==> config.mk <==
export PLATFORM = sky130hd
export DESIGN_NAME = id_ctrl_top
export DESIGN_NICKNAME = d
export VERILOG_FILES = /design/src/source/id_ctrl_pkg.sv /design/src/source/id_decode_slots.sv /design/src/source/id_pipedown_sel.sv /design/src/source/id_debug_track.sv /design/src/source/id_ctrl_top.sv
export VERILOG_INCLUDE_DIRS = /design/src /design/src/include
export SDC_FILE = /design/constraint.sdc
export NUM_CORES = 1
export LEC_CHECK = 0
export ABC_AREA = 1
export ABC_CLOCK_PERIOD_IN_PS = 9200
export BUFFER_PORTS_ARGS = -buffer_cell sky130_fd_sc_hd__buf_4
export CORE_MARGIN = 8
export CORE_UTILIZATION = 60
export CTS_BUF_LIST = sky130_fd_sc_hd__clkbuf_8
export DETAILED_ROUTE_END_ITERATION = 12
export PLACE_DENSITY = 0.86
export SYNTH_ARGS = -nofsm -noshare
export SYNTH_HDL_FRONTEND = slang
export SYNTH_HIERARCHICAL = 1
export SYNTH_SLANG_ARGS = --single-unit
==> constraint.sdc <==
create_clock -name debug_id_inst_clk -period 9.2 [get_ports debug_id_inst_clk]
set_clock_uncertainty 0.05 [all_clocks]
set_input_delay 0.46 -clock debug_id_inst_clk [delete_from_list [all_inputs] [get_ports debug_id_inst_clk]]
set_output_delay 0.46 -clock debug_id_inst_clk [all_outputs]
set_load 0.02 [all_outputs]
==> src/include/id_ctrl_params.svh <==
// ID stage controller sizes, type codes and uop costs, included by the package and RTL
`ifndef ID_CTRL_PARAMS_SVH
`define ID_CTRL_PARAMS_SVH

// stage geometry
`define ID_CTRL_SLOTS 4
`define ID_CTRL_LANES 4

// width of one instruction type code
`define ID_CTRL_TYPE_W 2

// instruction type classes as delivered by the IB
`define ID_CTRL_TYPE_NORMAL      2'd0
`define ID_CTRL_TYPE_SPLIT_SHORT 2'd1
`define ID_CTRL_TYPE_SPLIT_LONG  2'd2
`define ID_CTRL_TYPE_FENCE       2'd3

// IR lanes consumed per instruction in prefix packing
`define ID_CTRL_COST_NORMAL 1
`define ID_CTRL_COST_SHORT  2

`endif

==> src/source/id_ctrl_pkg.sv <==
// Shared vector types of the ID stage controller, referenced by scoped name from RTL and testbench
`default_nettype none
`include "id_ctrl_params.svh"

package id_ctrl_pkg;

  // one valid bit per ID slot, slot 0 lowest
  typedef logic [`ID_CTRL_SLOTS-1:0] slot_vld_t;

  // a single type code
  typedef logic [`ID_CTRL_TYPE_W-1:0] inst_type_t;

  // all slot type codes packed, slot 0 in the low bits
  typedef logic [`ID_CTRL_SLOTS*`ID_CTRL_TYPE_W-1:0] slot_types_t;

  // IR uop lane valid mask
  typedef logic [`ID_CTRL_LANES-1:0] uop_vld_t;

  // instructions leaving ID in one cycle, 0 to 4
  typedef logic [2:0] pipedown_cnt_t;

endpackage

`default_nettype wire

==> src/source/id_decode_slots.sv <==
// ID slot registers; loads IB bundles, shifts down after partial pipedown, holds or flushes
`default_nettype none
`include "id_ctrl_params.svh"

module id_decode_slots (
  input  wire                       debug_id_inst_clk,
  input  wire                       cpurst_b,
  input  wire                       rtu_flush,
  input  wire                       iu_cancel,
  input  wire id_ctrl_pkg::slot_vld_t     ib_inst_vld,
  input  wire id_ctrl_pkg::slot_types_t   ib_inst_types,
  input  wire                       id_stall,
  input  wire                       pipedown_stall,
  input  wire id_ctrl_pkg::pipedown_cnt_t pipedown_cnt,
  output id_ctrl_pkg::slot_vld_t          slot_vld,
  output id_ctrl_pkg::slot_types_t        slot_types
);

  id_ctrl_pkg::slot_vld_t   shift_vld;
  id_ctrl_pkg::slot_types_t shift_types;
  id_ctrl_pkg::slot_vld_t   vld_nxt;
  id_ctrl_pkg::slot_types_t types_nxt;

  //----------------------------------------------------------------------
  // shift down by the number of instructions that left
  //----------------------------------------------------------------------
  // vacated top slots fill with zero valids
  assign shift_vld   = slot_vld >> pipedown_cnt;
  assign shift_types = slot_types >> (pipedown_cnt * `ID_CTRL_TYPE_W);

  //----------------------------------------------------------------------
  // next slot contents
  //----------------------------------------------------------------------
  always_comb begin
    vld_nxt   = slot_vld;
    types_nxt = slot_types;
    if (!id_stall) begin
      // whole ID drains this cycle, take the IB bundle (may be empty)
      vld_nxt   = ib_inst_vld;
      types_nxt = ib_inst_types;
    end
    else if (!pipedown_stall) begin
      // partial pipedown, remaining slots move toward slot 0
      vld_nxt   = shift_vld;
      types_nxt = shift_types;
    end
  end

  // valid bits, flush has top priority
  always_ff @(posedge debug_id_inst_clk or negedge cpurst_b) begin
    if (!cpurst_b) begin
      slot_vld <= '0;
    end
    else if (rtu_flush || iu_cancel) begin
      slot_vld <= '0;
    end
    else begin
      slot_vld <= vld_nxt;
    end
  end

  // type codes, meaningful only where the matching valid bit is set
  always_ff @(posedge debug_id_inst_clk or negedge cpurst_b) begin
    if (!cpurst_b) begin
      slot_types <= '0;
    end
    else begin
      slot_types <= types_nxt;
    end
  end

endmodule

`default_nettype wire

==> src/source/id_pipedown_sel.sv <==
// Pipedown selection; count and IR lane mask from slot types, plus every ID stall condition
`default_nettype none
`include "id_ctrl_params.svh"

module id_pipedown_sel (
  input  wire id_ctrl_pkg::slot_vld_t   slot_vld,
  input  wire id_ctrl_pkg::slot_types_t slot_types,
  input  wire                     ir_stall,
  input  wire                     ir_stage_stall,
  input  wire                     fence_stall,
  input  wire id_ctrl_pkg::uop_vld_t    fence_uop_vld,
  input  wire                     split_long_stall,
  input  wire id_ctrl_pkg::uop_vld_t    split_long_uop_vld,
  output id_ctrl_pkg::pipedown_cnt_t    pipedown_cnt,
  output id_ctrl_pkg::uop_vld_t         ir_uop_vld,
  output logic                    pipedown_stall,
  output logic                    id_stall,
  output logic                    fence_inst_vld,
  output logic                    split_long_inst_vld,
  output logic                    had_pipe_stall
);

  id_ctrl_pkg::inst_type_t    slot_type [`ID_CTRL_SLOTS];
  logic [`ID_CTRL_SLOTS-1:0]  slot_pack;
  logic [1:0]                 slot_cost [`ID_CTRL_SLOTS];
  id_ctrl_pkg::pipedown_cnt_t pack_cnt;
  logic [2:0]                 pack_cost;
  id_ctrl_pkg::uop_vld_t      pack_lanes;
  id_ctrl_pkg::pipedown_cnt_t vld_cnt;

  //----------------------------------------------------------------------
  // per-slot classification
  //----------------------------------------------------------------------
  for (genvar i = 0; i < `ID_CTRL_SLOTS; i++) begin : g_slot
    assign slot_type[i] = slot_types[i*`ID_CTRL_TYPE_W +: `ID_CTRL_TYPE_W];
    // normal and short split can share a cycle with neighbours
    assign slot_pack[i] = slot_vld[i]
                          && (slot_type[i] == `ID_CTRL_TYPE_NORMAL
                           || slot_type[i] == `ID_CTRL_TYPE_SPLIT_SHORT);
    assign slot_cost[i] = (slot_type[i] == `ID_CTRL_TYPE_SPLIT_SHORT) ?
                          2'(`ID_CTRL_COST_SHORT) : 2'(`ID_CTRL_COST_NORMAL);
  end

  // slot 0 helpers
  assign fence_inst_vld      = slot_vld[0] && (slot_type[0] == `ID_CTRL_TYPE_FENCE);
  assign split_long_inst_vld = slot_vld[0] && (slot_type[0] == `ID_CTRL_TYPE_SPLIT_LONG);

  //----------------------------------------------------------------------
  // prefix packing
  //----------------------------------------------------------------------
  // longest run from slot 0 that fits the IR lanes
  always_comb begin
    logic run;
    run       = 1'b1;
    pack_cnt  = '0;
    pack_cost = '0;
    for (int i = 0; i < `ID_CTRL_SLOTS; i++) begin
      if (run && slot_pack[i] && ({1'b0, pack_cost} + slot_cost[i] <= `ID_CTRL_LANES)) begin
        pack_cnt  = pack_cnt + 3'd1;
        pack_cost = pack_cost + {1'b0, slot_cost[i]};
      end
      else begin
        // fence, long split or empty slot ends the run
        run = 1'b0;
      end
    end
  end

  // lowest pack_cost lanes set
  assign pack_lanes = ~({`ID_CTRL_LANES{1'b1}} << pack_cost);

  // valid slots are contiguous, so this is the occupancy
  always_comb begin
    vld_cnt = '0;
    for (int i = 0; i < `ID_CTRL_SLOTS; i++) begin
      vld_cnt = vld_cnt + {2'b00, slot_vld[i]};
    end
  end

  //----------------------------------------------------------------------
  // stalls
  //----------------------------------------------------------------------
  assign pipedown_stall = slot_vld[0]
                          && (ir_stall
                           || (fence_inst_vld && fence_stall)
                           || (split_long_inst_vld && split_long_stall));

  // fence and long split own the whole IR stage
  always_comb begin
    if (pipedown_stall) begin
      pipedown_cnt = '0;
      ir_uop_vld   = '0;
    end
    else if (fence_inst_vld) begin
      pipedown_cnt = 3'd1;
      ir_uop_vld   = fence_uop_vld;
    end
    else if (split_long_inst_vld) begin
      pipedown_cnt = 3'd1;
      ir_uop_vld   = split_long_uop_vld;
    end
    else begin
      pipedown_cnt = pack_cnt;
      ir_uop_vld   = pack_lanes;
    end
  end

  // IB must hold unless everything in ID leaves now
  assign id_stall = slot_vld[0] && (pipedown_stall || (pipedown_cnt < vld_cnt));

  assign had_pipe_stall = ir_stage_stall || (fence_inst_vld && fence_stall);

endmodule

`default_nettype wire

==> src/source/id_debug_track.sv <==
// Debug and performance-counter tracking of ID drains and the bundle seen after each drain
`default_nettype none

module id_debug_track (
  input  wire                     debug_id_inst_clk,
  input  wire                     cpurst_b,
  input  wire id_ctrl_pkg::slot_vld_t   slot_vld,
  input  wire                     id_stall,
  input  wire                     had_debug_en,
  input  wire                     hpcp_cnt_en,
  output id_ctrl_pkg::slot_vld_t        had_inst_vld,
  output logic                    hpcp_backend_stall
);

  logic debug_pipedown;
  logic debug_watch;

  //----------------------------------------------------------------------
  // full drain flag
  //----------------------------------------------------------------------
  // only tracked while debug or counters are watching
  assign debug_watch = slot_vld[0] && (had_debug_en || hpcp_cnt_en);

  always_ff @(posedge debug_id_inst_clk or negedge cpurst_b) begin
    if (!cpurst_b) begin
      debug_pipedown <= 1'b0;
    end
    else begin
      debug_pipedown <= debug_watch && !id_stall;
    end
  end

  // backend counted as stalled whenever ID did not drain
  assign hpcp_backend_stall = !debug_pipedown;

  //----------------------------------------------------------------------
  // slot valids observed after a drain
  //----------------------------------------------------------------------
  always_ff @(posedge debug_id_inst_clk or negedge cpurst_b) begin
    if (!cpurst_b) begin
      had_inst_vld <= '0;
    end
    else if (debug_pipedown) begin
      had_inst_vld <= slot_vld;
    end
    else begin
      had_inst_vld <= '0;
    end
  end

endmodule

`default_nettype wire

==> src/source/id_ctrl_top.sv <==
// Top of the ID stage controller, connecting slot storage, pipedown selection and debug tracking
`default_nettype none

module id_ctrl_top (
  input  wire                     debug_id_inst_clk,
  input  wire                     cpurst_b,
  // flush and cancel
  input  wire                     rtu_flush,
  input  wire                     iu_cancel,
  // instruction buffer
  input  wire id_ctrl_pkg::slot_vld_t   ib_inst_vld,
  input  wire id_ctrl_pkg::slot_types_t ib_inst_types,
  output logic                    id_stall,
  // issue stage
  input  wire                     ir_stall,
  input  wire                     ir_stage_stall,
  output id_ctrl_pkg::pipedown_cnt_t    pipedown_cnt,
  output id_ctrl_pkg::uop_vld_t         ir_uop_vld,
  // fence helper
  input  wire                     fence_stall,
  input  wire id_ctrl_pkg::uop_vld_t    fence_uop_vld,
  output logic                    fence_inst_vld,
  // long split helper
  input  wire                     split_long_stall,
  input  wire id_ctrl_pkg::uop_vld_t    split_long_uop_vld,
  output logic                    split_long_inst_vld,
  // debug and counters
  input  wire                     had_debug_en,
  input  wire                     hpcp_cnt_en,
  output logic                    had_pipe_stall,
  output id_ctrl_pkg::slot_vld_t        had_inst_vld,
  output logic                    hpcp_backend_stall
);

  id_ctrl_pkg::slot_vld_t   slot_vld;
  id_ctrl_pkg::slot_types_t slot_types;
  logic                     pipedown_stall;

  //----------------------------------------------------------------------
  // slot storage
  //----------------------------------------------------------------------
  id_decode_slots u_decode (
    .debug_id_inst_clk (debug_id_inst_clk),
    .cpurst_b          (cpurst_b),
    .rtu_flush         (rtu_flush),
    .iu_cancel         (iu_cancel),
    .ib_inst_vld       (ib_inst_vld),
    .ib_inst_types     (ib_inst_types),
    .id_stall          (id_stall),
    .pipedown_stall    (pipedown_stall),
    .pipedown_cnt      (pipedown_cnt),
    .slot_vld          (slot_vld),
    .slot_types        (slot_types)
  );

  //----------------------------------------------------------------------
  // pipedown and stalls
  //----------------------------------------------------------------------
  id_pipedown_sel u_execute (
    .slot_vld            (slot_vld),
    .slot_types          (slot_types),
    .ir_stall            (ir_stall),
    .ir_stage_stall      (ir_stage_stall),
    .fence_stall         (fence_stall),
    .fence_uop_vld       (fence_uop_vld),
    .split_long_stall    (split_long_stall),
    .split_long_uop_vld  (split_long_uop_vld),
    .pipedown_cnt        (pipedown_cnt),
    .ir_uop_vld          (ir_uop_vld),
    .pipedown_stall      (pipedown_stall),
    .id_stall            (id_stall),
    .fence_inst_vld      (fence_inst_vld),
    .split_long_inst_vld (split_long_inst_vld),
    .had_pipe_stall      (had_pipe_stall)
  );

  // debug observation
  id_debug_track u_result (
    .debug_id_inst_clk  (debug_id_inst_clk),
    .cpurst_b           (cpurst_b),
    .slot_vld           (slot_vld),
    .id_stall           (id_stall),
    .had_debug_en       (had_debug_en),
    .hpcp_cnt_en        (hpcp_cnt_en),
    .had_inst_vld       (had_inst_vld),
    .hpcp_backend_stall (hpcp_backend_stall)
  );

endmodule

`default_nettype wire

==> qor.yml <==
sta:
  tns_ns: 0
  setup-violations-final: 0
  hold_slack_ns: 0.002331
  slew_violations: 0
  period_minus_slack_ns: 7.179
  worst_pin_slew_ns: 1.076
  period_share_pct: 78.03
  rsz0062_at_grt: "no"
  relSlewSlack_pct: 28.28
  clock.fmax_ghz: 0.1393
  finalHoldViolCount: 0
power_and_ir_drop:
  p_leak_uw: 0.001302
  ir_drop_mv: 0.09140
  p_sw_share_pct: 35.16
  p_seq_share_pct: 40.7
  p_sw_uw: 74.76
  clkPwrFrac_pct: 27.1
  powerDensity_mw_per_mm2: 94.26
  p_int_uw: 137.9
  combPwrFrac_pct: 32.2
  total_power_uw: 212.6
layout:
  nFillCells: 262
  diodes: 0
  drive_above_1_share_pct: 28.97
  nNetsFinal: 368
  syn_to_final_growth_pct: 21.41
  final_util_pct: 75.13
  final_area_mm2: 0.002256
grt:
  overflow: 0
  antenna_found_initial: 0
  grt_pass1_wl_um: 7762
  grt_max_degree: 18
  grt_pass1_vias: 1837
  grt_usage_pct: 18.40
route:
  drc: 0
  viasPerCell: 5.203
  dr.pass1.iters: 4
  wirelength_um: 4508
  drt-initial-drc-count: 83
  ant_nets: 0
  num_vias: 1842
  routedWlPerCell_um: 12.73
setup_path:
  slowest_stage: "a21oi_1"
  crit_path_max_fanout: 12
  crit_family: "adder cells"
  worst_ep_arrival_time_ns: 6.67
  path_class: "flop to output port"
  reg2reg_slack_ns: 2.22
  cpMostUsedCell: "nand2_1"
  critPathRequiredTime_ns: 8.69
  endpoint_kind: "output port"
  crit_buf_inv: 7
  worst_setup_path_start_kind: "flop"
  max_stage_delay_ns: 0.81
die:
  fp.dieH_um: 71.65
  coreArea_mm2: 0.003003
  dieArea_mm2: 0.005134
  fp-row-count: 20
  ioPinCount: 46
  fp.dieW_um: 71.65
  start_util_pct: 61.87
logic_synthesis:
  synth_edf_count: 0
  yosys.area.top_type: "dfrtp_1"
  netlist-cell-type-count: 35
  synth_seq_cells: 17
  yosys-top-cells-area: "dfrtp_1 (23%), nand2_1 (18%), inv_1 (9.1%)"
  syn_area_mm2: 0.001858
  netlist.area_leader.share_pct: 22.90
  yosysWarnings: 6
  synth_ff_type: "dfrtp_1"
  synth_cells: 275
  async_reset_ff_share_pct: 100.0
  avgSynthCellArea_um2: 6.756
  synth_seq_area_share_pct: 22.90
  syn_nets: 321
clock_tree:
  clock_path_buffers: 2
  root_buffer: "clkbuf_8"
  cts_tree: "yes"
  cts_max_level: 1
  post_cts_buffers: 0
  clock_latency_ns: 0.26
  clock-sinks: 17
  clk_pin_slew_ns: 0.07
  cts_inserted_buffers: 3
  cts_resized: 0
  cts_hold_buffers: 0
placed_design:
  io_buffers: 45
  dpl_cell_area_mm2: 0.002210
  hpwlAfterDp_um: 3646
  gp_congestion: 0.9868
min_path:
  hold_path_class: "primary input to async pin"
status:
  status: "complete, no violations"
flow_run:
  max_cap_viol_count: 0
-- final cells by class --
cell class,count,area (µm²),share of cell area [%]
multi-input combinational,204,1206,53.47
sequential,17,425.4,18.86
timing repair buffer,45,337.8,14.98
inverter,51,198.9,8.819
clock buffer,3,41.29,1.830
tap,33,41.29,1.830
clock inverter,1,5.005,0.2219
-- power groups by stage --
| stage | logic, µW | clock network (µW) | registers [µW] |
|---|---|---|---|
| 6_report | 68.4 | 57.7 | 86.5 |
| 5_1_grt | 76.5 | 61.8 | 87.3 |
| 4_1_cts | 67.9 | 58.7 | 86.4 |
| 3_5_place_dp | 67.5 | 0 | 87.8 |
| 3_3_place_gp | 66.1 | 0 | 87.6 |
| 2_1_floorplan | 45.7 | 0 | 86.1 |
-- synthesized netlist by cell type, types with 2 or more instances --
| library cell | count |
|---|---|
| dfrtp_1 | 17 |
| inv_2 | 4 |
| o21ai_1 | 4 |
| nand3_2 | 4 |
| o211ai_1 | 2 |
| inv_1 | 45 |
| nand2_2 | 11 |
| o21ai_0 | 10 |
| a21oi_2 | 4 |
| o21ai_2 | 3 |
| nand2_1 | 90 |
| nor2_4 | 3 |
| a21oi_1 | 2 |
| nand2_4 | 4 |
| nor2_2 | 6 |
| a22oi_1 | 3 |
| fa_1 | 4 |
| ha_1 | 12 |
| nand3_1 | 20 |
| nor2_1 | 11 |
| buf_6 | 2 |
-- stage by stage --
| step | instances | setup slack, ns |
|---|---|---|
| after floorplan | 275 | 2.699 |
| after global placement | 350 | 2.517 |
| after detailed placement | 350 | 2.300 |
| after CTS | 354 | 2.065 |
| after global routing | 354 | 1.475 |
| final | 354 | 2.021 |
-- metal layers --
layer  vias up  wire (µm)  track usage [%]
met3         8        314            4.324
li1        952          -                -
met5         -          0                0
met1       827       1942            20.66
met2        55       2161            31.78
met4         0         90            8.844
-- placed cells by master (no fill, tap or decap), types with 2 or more instances in the layout --
cell      count
o211ai_1      2
nor2_2        6
nor2_1       11
ha_1         12
o21ai_1       4
nand2_2      11
o21ai_2       3
o21ai_0      10
a22oi_1       3
dfrtp_1      17
nor2_4        3
nand3_2       4
inv_1        45
nand2_1      90
nand3_1      20
buf_4        45
clkbuf_8      3
a21oi_1       2
a21oi_2       4
nand2_4       4
inv_2         4
fa_1          4
-- path summary, 6_finish.rpt --
check	start	end	depth (start not counted)
worst max-delay path	u_decode/slot_vld[0]	id_stall	33
worst min-delay path	cpurst_b	u_result/had_inst_vld[3]	1
worst max register to register	u_decode/slot_vld[0]	u_decode/slot_types[1]	37
worst min register to register	u_decode/slot_types[3]	u_decode/slot_types[3]	2
max in group asynchronous	cpurst_b	u_decode/slot_types[4]	1
min in group debug_id_inst_clk	ib_inst_types[7]	u_decode/slot_types[7]	3
-- cells by family after synthesis --
kind of cell | count (synthesis) | synth area share [%]
simple gates | 154 | 40.54
xor+xnor | 1 | 0.4715
fa+ha+maj | 16 | 12.39
flops | 17 | 22.90
buf+inv | 54 | 12.19
compound gates | 33 | 11.52
-- registers in the layout, indices dropped and copies added, names as in the netlist --
register                 count
u_decode/slot_types          8
u_result/debug_pipedown      1
u_decode/slot_vld            4
u_result/had_inst_vld        4
Note: power is estimated with default switching activity, not from simulation.
